==> src/hdl/screen_pkg.sv <==
package screen_pkg;

	//////////////////////////////
	// Pixel coordinate and colour types
	//////////////////////////////

	// Wide enough for the full VGA line including blanking
	typedef logic [10:0] coord_t;

	// Colour byte, blue in the top bits, red at the bottom
	typedef struct packed {
		logic [1:0] blue;
		logic [2:0] green;
		logic [2:0] red;
	} rgb_t;

	//////////////////////////////
	// Screen geometry
	//////////////////////////////

	// Visible area
	localparam coord_t SCREEN_W = 11'd640;
	localparam coord_t SCREEN_H = 11'd480;

	// Blue line under the barrier zone
	localparam coord_t BARRIER_LINE_Y = 11'd400;

	// Green border lines of the extra-lives strip
	localparam coord_t LIVES_TOP_Y = 11'd445;
	localparam coord_t LIVES_BOTTOM_Y = 11'd479;

	//////////////////////////////
	// Palette
	//////////////////////////////

	localparam rgb_t COLOR_SPACE = 8'b00000000;
	localparam rgb_t COLOR_START = 8'b11111111;
	localparam rgb_t COLOR_BLUE = 8'b11000000;
	localparam rgb_t COLOR_GREEN = 8'b00111000;
	localparam rgb_t COLOR_SHIP = 8'b01111000;
	localparam rgb_t COLOR_ALIEN = 8'b10101010;

endpackage

==> src/hdl/game_pkg.sv <==
package game_pkg;
	import screen_pkg::*;

	// Display mode, stepped by the display button
	typedef enum logic [1:0] {
		MODE_BLANK = 2'd0,
		MODE_START = 2'd1,
		MODE_GAME = 2'd2
	} game_mode_t;

	// Player ship, only its left edge moves
	typedef struct packed {
		coord_t left_x;
	} ship_t;

	// Marching alien row
	typedef struct packed {
		coord_t left_x;
		coord_t top_y;
		logic dir_right;
	} formation_t;

	// Per-pixel hit flags, mode rides along with the pixel
	typedef struct packed {
		game_mode_t mode;
		logic in_screen;
		logic barrier_line;
		logic lives_line;
		logic ship;
		logic alien;
	} pixel_hits_t;

	//////////////////////////////
	// Sprite sizes
	//////////////////////////////

	// Ship box and movement
	localparam coord_t SHIP_Y = 11'd410;
	localparam coord_t SHIP_W = 11'd40;
	localparam coord_t SHIP_H = 11'd20;
	localparam coord_t SHIP_START_X = 11'd300;
	localparam coord_t SHIP_STEP = 11'd4;

	// Alien box and spacing along the row
	localparam coord_t ALIEN_W = 11'd30;
	localparam coord_t ALIEN_H = 11'd20;
	localparam coord_t ALIEN_PITCH = 11'd50;

	// Formation home position and drop per reversal
	localparam coord_t FORM_START_X = 11'd195;
	localparam coord_t FORM_START_Y = 11'd180;
	localparam coord_t DROP_Y = 11'd10;

endpackage

==> src/hdl/game_state.sv <==
`timescale 1ns/1ps

module game_state
	import screen_pkg::*, game_pkg::*;
#(
	parameter int ALIEN_COLS = 6,
	parameter int STEP_FRAMES = 2,
	parameter int STEP_X = 10
) (
	input logic clk,
	input logic rst,
	input logic frame_start,
	input logic button_left,
	input logic button_right,
	input logic button_display,
	output game_mode_t mode,
	output ship_t ship,
	output formation_t formation
);

	// Left edge of first alien to right edge of last one
	localparam coord_t SPAN = coord_t'((ALIEN_COLS - 1) * ALIEN_PITCH + ALIEN_W);
	localparam coord_t MARCH_STEP = coord_t'(STEP_X);
	localparam coord_t SHIP_MAX_X = SCREEN_W - SHIP_W;

	// Frame counter sized for the step period
	localparam int CNT_W = (STEP_FRAMES > 1) ? $clog2(STEP_FRAMES) : 1;
	localparam logic [CNT_W-1:0] LAST_CNT = CNT_W'(STEP_FRAMES - 1);

	// Home positions, also restored on each display pulse
	localparam ship_t SHIP_HOME = '{left_x: SHIP_START_X};
	localparam formation_t FORM_HOME = '{
		left_x: FORM_START_X,
		top_y: FORM_START_Y,
		dir_right: 1'b1
	};

	logic [CNT_W-1:0] frame_cnt;
	logic game_frame;
	logic at_edge;
	game_mode_t mode_next;
	ship_t ship_next;
	formation_t form_next;

	// Only frames seen in game mode move anything
	assign game_frame = frame_start && (mode == MODE_GAME);

	// Blank -> start -> game -> blank
	always_comb begin
		unique case (mode)
			MODE_BLANK: mode_next = MODE_START;
			MODE_START: mode_next = MODE_GAME;
			default: mode_next = MODE_BLANK;
		endcase
	end

	//////////////////////////////
	// Ship movement
	//////////////////////////////
	always_comb begin
		ship_next = ship;
		// Both buttons cancel out
		if (button_right && !button_left) begin
			if (ship.left_x + SHIP_STEP <= SHIP_MAX_X)
				ship_next.left_x = ship.left_x + SHIP_STEP;
			else
				ship_next.left_x = SHIP_MAX_X;
		end else if (button_left && !button_right) begin
			if (ship.left_x >= SHIP_STEP)
				ship_next.left_x = ship.left_x - SHIP_STEP;
			else
				ship_next.left_x = '0;
		end
	end

	//////////////////////////////
	// Formation march
	//////////////////////////////
	always_comb begin
		form_next = formation;
		// Would the next sideways step leave the screen
		if (formation.dir_right)
			at_edge = (formation.left_x + SPAN + MARCH_STEP) > SCREEN_W;
		else
			at_edge = formation.left_x < MARCH_STEP;
		// At an edge: drop and turn around instead of moving
		if (at_edge) begin
			form_next.top_y = formation.top_y + DROP_Y;
			form_next.dir_right = !formation.dir_right;
		end else if (formation.dir_right) begin
			form_next.left_x = formation.left_x + MARCH_STEP;
		end else begin
			form_next.left_x = formation.left_x - MARCH_STEP;
		end
	end

	// Display pulse wins over a frame in the same cycle
	always_ff @(posedge clk or posedge rst) begin
		if (rst) begin
			mode <= MODE_BLANK;
			ship <= SHIP_HOME;
			formation <= FORM_HOME;
			frame_cnt <= '0;
		end else if (button_display) begin
			mode <= mode_next;
			ship <= SHIP_HOME;
			formation <= FORM_HOME;
			frame_cnt <= '0;
		end else if (game_frame) begin
			ship <= ship_next;
			if (frame_cnt == LAST_CNT) begin
				frame_cnt <= '0;
				formation <= form_next;
			end else begin
				frame_cnt <= frame_cnt + 1'b1;
			end
		end
	end

	// Encoding 2'b11 is never reached
	a_mode_valid: assert property (@(posedge clk) disable iff (rst)
		mode inside {MODE_BLANK, MODE_START, MODE_GAME});

	// Row stays inside the visible width across every step
	a_row_on_screen: assert property (@(posedge clk) disable iff (rst)
		(formation.left_x + SPAN) <= SCREEN_W);

endmodule

==> src/hdl/invaders_display.sv <==
`timescale 1ns/1ps

module invaders_display
	import screen_pkg::*, game_pkg::*;
#(
	parameter int ALIEN_COLS = 6,
	parameter int STEP_FRAMES = 2,
	parameter int STEP_X = 10
) (
	input logic clk,
	input logic rst,
	input logic frame_start,
	input logic button_left,
	input logic button_right,
	input logic button_display,
	input coord_t x,
	input coord_t y,
	output rgb_t rgb
);

	// Game state towards the decode stage
	game_mode_t mode;
	ship_t ship;
	formation_t formation;

	// Decoded pixel towards the colour stage
	pixel_hits_t hits;

	//////////////////////////////
	// Execute: mode, ship, march
	//////////////////////////////
	game_state #(
		.ALIEN_COLS(ALIEN_COLS),
		.STEP_FRAMES(STEP_FRAMES),
		.STEP_X(STEP_X)
	) i_game_state (
		.clk(clk),
		.rst(rst),
		.frame_start(frame_start),
		.button_left(button_left),
		.button_right(button_right),
		.button_display(button_display),
		.mode(mode),
		.ship(ship),
		.formation(formation)
	);

	// Decode: pixel against each object, 1 cycle
	object_decode #(
		.ALIEN_COLS(ALIEN_COLS)
	) i_object_decode (
		.clk(clk),
		.rst(rst),
		.x(x),
		.y(y),
		.mode(mode),
		.ship(ship),
		.formation(formation),
		.hits(hits)
	);

	// Result: priority colour, 1 more cycle
	pixel_result i_pixel_result (
		.clk(clk),
		.rst(rst),
		.hits(hits),
		.rgb(rgb)
	);

endmodule

==> src/hdl/object_decode.sv <==
`timescale 1ns/1ps

module object_decode
	import screen_pkg::*, game_pkg::*;
#(
	parameter int ALIEN_COLS = 6
) (
	input logic clk,
	input logic rst,
	input coord_t x,
	input coord_t y,
	input game_mode_t mode,
	input ship_t ship,
	input formation_t formation,
	output pixel_hits_t hits
);

	pixel_hits_t hits_d;
	logic alien_row;
	logic alien_any;

	// Row band shared by every alien
	assign alien_row = (y >= formation.top_y) && (y < formation.top_y + ALIEN_H);

	//////////////////////////////
	// Alien boxes along the row
	//////////////////////////////
	always_comb begin
		coord_t box_x;
		alien_any = 1'b0;
		for (int i = 0; i < ALIEN_COLS; i++) begin
			// Left edge of alien i
			box_x = formation.left_x + coord_t'(i * ALIEN_PITCH);
			if ((x >= box_x) && (x < box_x + ALIEN_W))
				alien_any = 1'b1;
		end
	end

	// Hit tests for the current pixel
	always_comb begin
		hits_d.mode = mode;
		hits_d.in_screen = (x < SCREEN_W) && (y < SCREEN_H);
		hits_d.barrier_line = (y == BARRIER_LINE_Y);
		hits_d.lives_line = (y == LIVES_TOP_Y) || (y == LIVES_BOTTOM_Y);
		// Ship box, fixed row, moving left edge
		hits_d.ship = (x >= ship.left_x) && (x < ship.left_x + SHIP_W)
			&& (y >= SHIP_Y) && (y < SHIP_Y + SHIP_H);
		hits_d.alien = alien_row && alien_any;
	end

	// One pixel per cycle, no stall
	always_ff @(posedge clk or posedge rst) begin
		if (rst)
			hits <= '0;
		else
			hits <= hits_d;
	end

endmodule

==> src/hdl/pixel_result.sv <==
`timescale 1ns/1ps

module pixel_result
	import screen_pkg::*, game_pkg::*;
(
	input logic clk,
	input logic rst,
	input pixel_hits_t hits,
	output rgb_t rgb
);

	rgb_t rgb_d;

	//////////////////////////////
	// Colour priority
	//////////////////////////////
	always_comb begin
		rgb_d = COLOR_SPACE;
		// Blanking area always black
		if (hits.in_screen) begin
			unique case (hits.mode)
				MODE_START: rgb_d = COLOR_START;
				MODE_GAME: begin
					// First match wins, top to bottom
					if (hits.barrier_line)
						rgb_d = COLOR_BLUE;
					else if (hits.ship)
						rgb_d = COLOR_SHIP;
					else if (hits.lives_line)
						rgb_d = COLOR_GREEN;
					else if (hits.alien)
						rgb_d = COLOR_ALIEN;
					else
						rgb_d = COLOR_SPACE;
				end
				// Blank screen
				default: rgb_d = COLOR_SPACE;
			endcase
		end
	end

	// Output pixel register
	always_ff @(posedge clk or posedge rst) begin
		if (rst)
			rgb <= COLOR_SPACE;
		else
			rgb <= rgb_d;
	end

	// Off-screen pixel comes out black on the next cycle
	a_offscreen_black: assert property (@(posedge clk) disable iff (rst)
		!hits.in_screen |=> (rgb == COLOR_SPACE));

endmodule

==> config.mk <==
export PLATFORM = sky130hd
export DESIGN_NAME = invaders_display
export DESIGN_NICKNAME = d
export VERILOG_FILES = /design/src/hdl/screen_pkg.sv /design/src/hdl/game_pkg.sv /design/src/hdl/game_state.sv /design/src/hdl/invaders_display.sv /design/src/hdl/object_decode.sv /design/src/hdl/pixel_result.sv
export SDC_FILE = /design/constraint.sdc
export NUM_CORES = 1
export LEC_CHECK = 0
export ABC_AREA = 1
export BUFFER_PORTS_ARGS = -buffer_cell sky130_fd_sc_hd__clkbuf_2
export CAP_MARGIN = 15
export CORE_ASPECT_RATIO = 0.75
export CORE_MARGIN = 2
export CORE_UTILIZATION = 50
export DETAILED_ROUTE_END_ITERATION = 8
export GPL_TIMING_DRIVEN = 0
export PLACE_DENSITY_LB_ADDON = 0.3
export SLEW_MARGIN = 20
export SYNTH_ARGS = -nofsm -noshare
export SYNTH_HDL_FRONTEND = slang
export SYNTH_SLANG_ARGS = --single-unit
==> constraint.sdc <==
create_clock -name clk -period 4.3 [get_ports clk]
set_clock_uncertainty 0.1 [all_clocks]
set_input_delay 0.86 -clock clk [delete_from_list [all_inputs] [get_ports clk]]
set_output_delay 0.86 -clock clk [all_outputs]
set_load 0.005 [all_outputs]
# [After elaboration in Yosys (flattened, before gate mapping)]
# Index checks and enable logic that the tools add are counted.
[classes] n_addsub=21 n_mul=0 div=0 order_cmp=24 n_eq_ne=8 shifts=0 n_mux=29 bitwise=0 reduce_logical=27
[op_table] op="$ge A11 B11 Y1" n=8
[op_table] op="$lt A11 B11 Y1" n=8
[op_table] op="$mux W11" n=8
[op_table] op="$add A11 B5 Y11 const B" n=7
[op_table] op="$mux W23" n=3
[op_table] op="$mux W8" n=5
[op_table] op="$add A11 B4 Y11 const B" n=3
[op_table] op="$add A11 B8 Y11 const B" n=3
[op_table] op="$eq A11 B9 Y1 const B" n=3
[op_table] op="$add A11 B6 Y11 const B" n=2
[op_table] op="$lt A11 B9 Y1 const B" n=2
[op_table] op="$pmux W8 S2" n=1
[op_table] op="$logic_and A1 B1 Y1" n=15
[op_table] op="$mux W12" n=1
[op_table] op="$add A11 B3 Y11 const B" n=1
[op_table] op="$add A11 B7 Y11 const B" n=1
[op_table] op="$add A11 B9 Y11 const B" n=1
[op_table] op="$ge A11 B3 Y1 const B" n=1
[op_table] op="$ge A11 B9 Y1 const B" n=1
[op_table] op="$gt A11 B10 Y1 const B" n=1
[op_table] op="$le A11 B10 Y1 const B" n=1
[op_table] op="$lt A11 B10 Y1 const B" n=1
[op_table] op="$lt A11 B4 Y1 const B" n=1
[op_table] op="$sub A11 B3 Y11 const B" n=1
[op_table] op="14 further kinds" n=30
[word_totals] reg_bits=52 latchBits=0 ramBits=0 mem_bits_ro=0 input_bits=28 wordCells=124 mem_count=0

# [Longest topological paths before layout]
[depth] word_depth=10 mapped_depth=23

# [Modules after synthesis]
# Synthesis repeated with hierarchy kept, for this count alone.
[hier_totals] hier_cells=1332 area_unflattened_um2=8879.8
[modules_own_cells] module="object_decode" instances=1 cells_per_inst=875 area_per_inst_um2=5798.1 seq_area_each_um2=175.2
[modules_own_cells] module="game_state" instances=1 cells_per_inst=418 area_per_inst_um2=2758.9 seq_area_each_um2=867.1
[modules_own_cells] module="pixel_result" instances=1 cells_per_inst=39 area_per_inst_um2=322.8 seq_area_each_um2=150.1

# [Worst setup path before layout]
# OpenSTA, ideal clock, no wires.
[synth_path] path_type="flip-flop to flip-flop" from="register, netlist name i_game_state.formation[14]" to="register, netlist name i_object_decode.hits[0]" setup_ps=122 arrival_ps=2874 path_slack_ps=1204 stages_incl_launch_ff=19 path_buffers=0 synth_period_minus_slack_ps=3096 path_cell_list="dfrtp_1 -> inv_1 -> ha_1 -> o21ai_0 -> xor2_1 -> inv_1 -> a31oi_1 -> nand4_1 -> xor2_1 -> ha_1 -> nand2_1 -> nor2_1 -> nand4_1 -> nor2_1 -> nor2_1 -> nand2_1 -> nand2_1 -> nor2_1 -> a21oi_1"

==> results summary <==
The post-synth design cell area is 8340 um^2. By area the synthesized netlist is led by sky130_fd_sc_hd__ha_1 (26%), sky130_fd_sc_hd__nand2_1 (12%), sky130_fd_sc_hd__dfrtp_1 (10%). The worst path arrival time is 3.98 ns.

At the placement stage, the worst setup path has a slack of 0.400 ns. 0 antenna diodes ended up in the layout. The final standard cell area without fillers came out at 8940 um^2. The post-CTS clock slew at the launch and capture registers of the worst setup and hold paths is 0.07 ns. The kind of end point of the critical path is a flip-flop. The post-detailed-placement cell area is 8790 um^2. Summing internal, switching and leakage power gives 5.81 mW. After layout, the worst path uses 90.8% of the clock period.

The total number of placement rows came out at 40. In this run the deepest clock path goes through 2 buffers. The fmax is 256 MHz. The area share of the leading cell type in the synthesized netlist is 25.8%.

The wire length of the first global-routing pass came out at 37400 um. The iteration-0 DRC count of the detailed router came out at 684. The required time of the critical path is 4.38 ns. The weighted congestion at the end of routability-driven global placement came out at 1.02. The routed design has 23100 um of wire. The synthesized design spends more area on one cell type than any other, namely sky130_fd_sc_hd__ha_1.

The effective utilization at floorplan came out at 51.6%. The die covers 17700 um^2. The path class of the tightest hold or removal check is reg -> reg. The worst pin sits at a relative slew slack of 58.4%. The worst-margin pin slew is 0.622 ns. The clock insertion delay at the later pin of the skew report is 0.29 ns.

Synthesis handed over a netlist of 1215 instances. The sequential cell area came out at 1190 um^2. When the netlist entered floorplanning its net count stood at 1415.

The worst hold path passes through 0 cells. The largest net degree at the start of global routing is 34. The area added between synthesis and finish is 7.30%.

The smallest clock period supported by the final layout is computed as 3.90 ns. The width of the chip came out at 153 um. Across the run, the number of max-cap violations was 0.

For this run, design rule violations remaining after detail routing come to 0. The worst-case setup margin in the final layout came out at 0.397 ns. The number of standard cells in the layout, taps in and fillers out is 1468.

The signal on the critical path passes through inv_1 -> ha_1 -> o21ai_0 -> xor2_2 -> inv_1 -> a31oi_1 -> nand4_1 -> xor2_1 -> ha_1 -> nand2_1 -> nor2_1 -> nand4_1 -> nor2_1 -> nor2_1 -> nand2_1 -> nand2_1 -> nor2_1 -> a21oi_1. Setup repair after global routing left no endpoint under its margin. The overall die height is 116 um. In the synthesized netlist the dominant register cell turns out to be sky130_fd_sc_hd__dfrtp_1.

The number of different library cells in the post-synthesis netlist came out at 48. The HPWL after detailed placement is 18300 um. Yosys mapped a number of flops with a built-in enable equal to 0. The count of pins over their slew limit is 0. The total clock buffers created by CTS is 5. The area of the core region came out at 16200 um^2. The maximum resistive drop on vdd is 0.318 mV. The total iterations of the first detailed-routing run is 5. The number of warnings issued by yosys came out at 0.

The category of the critical setup timing path is reg -> reg. Along the worst path, the maximum fanout reaches 10. The number of buffer cells added on primary ports is 34. The hold buffer count at cts came out at 0. The residual antenna-violating net count after detailed routing is 0.

The count of boundary I/O pins came out at 36. The total vias in the final route is 8241. The TritonCTS sink count is 47. Of all flip-flops after synthesis, the portion carrying an async set or reset was 100%.

TritonCTS built the clock tree. The share of the Yosys chip area taken by registers is 14.3%. The initial antenna violation count is 0. The total of endpoints with negative setup slack in the final report came out at 0. Among cell families on the critical path, the largest total delay comes from simple AND/OR/NAND/NOR gates. The via count of the first global-routing pass was 7332. The library cell used as clock root buffer is sky130_fd_sc_hd__clkbuf_16. The net count reported at finish is 1457.

In the routed layout, each cell is associated on average with a via count of 5.61. The synthesized area per cell is 6.86 um^2. The area used by multi-input combinational logic came out at 6490 um^2. The run finished with clean final reports. The most numerous cell type found on the critical path is sky130_fd_sc_hd__nor2_1. The final count of hold timing violations was 0. The worst setup path is launched from a flip-flop.

The layout has 1600 filler cells. The cell with the largest stage delay on the worst path is sky130_fd_sc_hd__dfrtp_1. For this design the static power due to leakage is 4.59 nW.

Global routing finished with a remaining overflow of 0. The total routing resource utilization after global routing came out at 26.1%. The total placed cells including tap cells came out at 1460. The average routed wire per standard cell is 15.7 um.

For this design the ratio of total power to cell area is 650 nW/um^2. The total buffers and inverters traversed by the critical path came out at 2. The number of flip-flops and latches in the synthesized netlist came out at 47. The proportion of layout cells with a drive suffix above 1 is 9.70%. The setup TNS came out at 0 ns.

The H-tree depth is 2. The worst reg2reg path depth is 18. The maximum single-stage delay on the critical path is 0.61 ns. The number of logic stages on the critical path including buffering came out at 18.
layout make-up:
class,instances,area share [%]
clock inverter,1,0.0560
inverter,136,5.74
tap,210,2.94
timing repair buffer,35,2.13
clock buffer,7,1.59
buffer,26,1.59
sequential,47,13.3
multi-input combinational,1006,72.6
cells in the final DEF, fill, tap and decap left out, types with 3 or more instances in the layout:
| cell | netlist | layout |
|---|---|---|
| sky130_fd_sc_hd__xnor2_1 | 10 | 10 |
| sky130_fd_sc_hd__and3_1 | 3 | 3 |
| sky130_fd_sc_hd__clkbuf_1 | 6 | 7 |
| sky130_fd_sc_hd__o21bai_1 | 5 | 5 |
| sky130_fd_sc_hd__nand3b_1 | 3 | 3 |
| sky130_fd_sc_hd__a31oi_1 | 6 | 6 |
| sky130_fd_sc_hd__nand4_1 | 31 | 31 |
| sky130_fd_sc_hd__clkbuf_2 | 1 | 35 |
| sky130_fd_sc_hd__o22ai_1 | 3 | 3 |
| sky130_fd_sc_hd__inv_2 | 13 | 14 |
| sky130_fd_sc_hd__nand2_2 | 6 | 6 |
| sky130_fd_sc_hd__clkbuf_16 | 0 | 5 |
| sky130_fd_sc_hd__buf_4 | 6 | 6 |
| sky130_fd_sc_hd__xor2_2 | 6 | 7 |
| sky130_fd_sc_hd__clkinv_1 | 5 | 5 |
| sky130_fd_sc_hd__o21ai_1 | 7 | 7 |
| sky130_fd_sc_hd__dfrtp_1 | 34 | 34 |
| sky130_fd_sc_hd__nor3_2 | 5 | 5 |
| sky130_fd_sc_hd__buf_2 | 11 | 11 |
| sky130_fd_sc_hd__o21ai_0 | 49 | 49 |
| sky130_fd_sc_hd__o21ai_2 | 3 | 3 |
| sky130_fd_sc_hd__nor3_1 | 19 | 19 |
| sky130_fd_sc_hd__nand2_1 | 269 | 269 |
| sky130_fd_sc_hd__a21oi_1 | 97 | 97 |
| sky130_fd_sc_hd__or2_2 | 5 | 5 |
| sky130_fd_sc_hd__inv_1 | 117 | 116 |
| sky130_fd_sc_hd__dfstp_2 | 13 | 13 |
| sky130_fd_sc_hd__nand3_1 | 80 | 80 |
| sky130_fd_sc_hd__o21a_1 | 13 | 13 |
| sky130_fd_sc_hd__ha_1 | 172 | 172 |
| sky130_fd_sc_hd__nor2_1 | 108 | 108 |
| sky130_fd_sc_hd__nor2_2 | 4 | 4 |
| sky130_fd_sc_hd__o211ai_1 | 4 | 4 |
| sky130_fd_sc_hd__xor2_1 | 81 | 80 |
cells in the mapped netlist (13+ instances only):
cell type                 number
sky130_fd_sc_hd__inv_1       117
sky130_fd_sc_hd__dfstp_2      13
sky130_fd_sc_hd__nand3_1      80
sky130_fd_sc_hd__o21ai_0      49
sky130_fd_sc_hd__nand4_1      31
sky130_fd_sc_hd__xor2_1       81
sky130_fd_sc_hd__ha_1        172
sky130_fd_sc_hd__nor3_1       19
sky130_fd_sc_hd__o21a_1       13
sky130_fd_sc_hd__inv_2        13
sky130_fd_sc_hd__a21oi_1      97
sky130_fd_sc_hd__nor2_1      108
sky130_fd_sc_hd__dfrtp_1      34
sky130_fd_sc_hd__nand2_1     269
worst reg2reg max path: stages, from the launching register on:
cell,delay (ns)
sky130_fd_sc_hd__dfrtp_1,0.61
sky130_fd_sc_hd__inv_1,0.30
sky130_fd_sc_hd__ha_1,0.38
sky130_fd_sc_hd__o21ai_0,0.33
sky130_fd_sc_hd__xor2_2,0.32
sky130_fd_sc_hd__inv_1,0.12
sky130_fd_sc_hd__a31oi_1,0.21
sky130_fd_sc_hd__nand4_1,0.14
sky130_fd_sc_hd__xor2_1,0.17
sky130_fd_sc_hd__ha_1,0.29
sky130_fd_sc_hd__nand2_1,0.07
sky130_fd_sc_hd__nor2_1,0.15
sky130_fd_sc_hd__nand4_1,0.11
sky130_fd_sc_hd__nor2_1,0.11
sky130_fd_sc_hd__nor2_1,0.05
sky130_fd_sc_hd__nand2_1,0.06
sky130_fd_sc_hd__nand2_1,0.05
sky130_fd_sc_hd__nor2_1,0.15
sky130_fd_sc_hd__a21oi_1,0.08
report_power, final:
group          total (mW)  switching [mW]  internal, mW
logic                4.72            3.00          1.72
clock network       0.408           0.176         0.231
registers           0.684           0.129         0.555
path summary, 6_finish.rpt:
| check | startpoint | endpoint | slack, ns |
|---|---|---|---|
| min in group asynchronous | rst | i_pixel_result.rgb[0]$_DFF_PP0_ | 0.42 |
| worst min register to register | i_game_state.mode[1]$_DFFE_PP0P_ | i_object_decode.hits[6]$_DFF_PP0_ | 0.27 |
| worst max-delay path | i_game_state.formation[14]$_DFFE_PP0P_ | i_object_decode.hits[0]$_DFF_PP0_ | 0.40 |
| max in group asynchronous | rst | i_game_state.formation[13]$_DFFE_PP1P_ | 3.11 |
| worst max register to register | i_game_state.formation[14]$_DFFE_PP0P_ | i_object_decode.hits[0]$_DFF_PP0_ | 0.40 |
| worst min-delay path | i_game_state.mode[1]$_DFFE_PP0P_ | i_object_decode.hits[6]$_DFF_PP0_ | 0.27 |
state kept, by name, indices dropped and copies added (netlist names):
register / count
i_game_state.ship: 9
i_game_state.formation: 22
i_game_state.mode: 2
i_pixel_result.rgb: 6
i_object_decode.hits: 7
i_game_state.frame_cnt: 1
logic make-up after synthesis:
logic type / synth area share, %
AND/OR/NAND/NOR: 28.2
AO/OA/AOI/OAI: 13.1
flip-flops: 14.3
XOR/XNOR: 10.7
buffers and inverters: 7.87
adder cells (fa/ha/maj): 25.8
stage by stage:
step | util, % | hold WS (ns)
3_5_place_dp | 54.4 | 0.262
2_1_floorplan | - | 0.254
6_report | 55.3 | 0.271
4_1_cts | 55.3 | 0.273
3_3_place_gp | 54.2 | 0.260
5_1_grt | 55.3 | 0.298
what timing repair did:
item / CTS / global route
buffers inserted: 0 / 0
gates resized for setup: 0 / 1
endpoints found under the setup margin: 0 / 1
per-layer routing:
| layer | part of all wire (%) | vias up | GRT usage [%] | wire [um] |
|---|---|---|---|---|
| li1 | - | 4151 | - | - |
| met1 | 50 | 3736 | 39.8 | 11500 |
| met2 | 40 | 308 | 38.5 | 9340 |
| met3 | 7.9 | 46 | 4.19 | 1830 |
| met4 | 1.8 | 0 | 5.80 | 416 |
| met5 | 0 | - | 0 | 0 |
No activity file was read; power rests on OpenSTA's default activity.
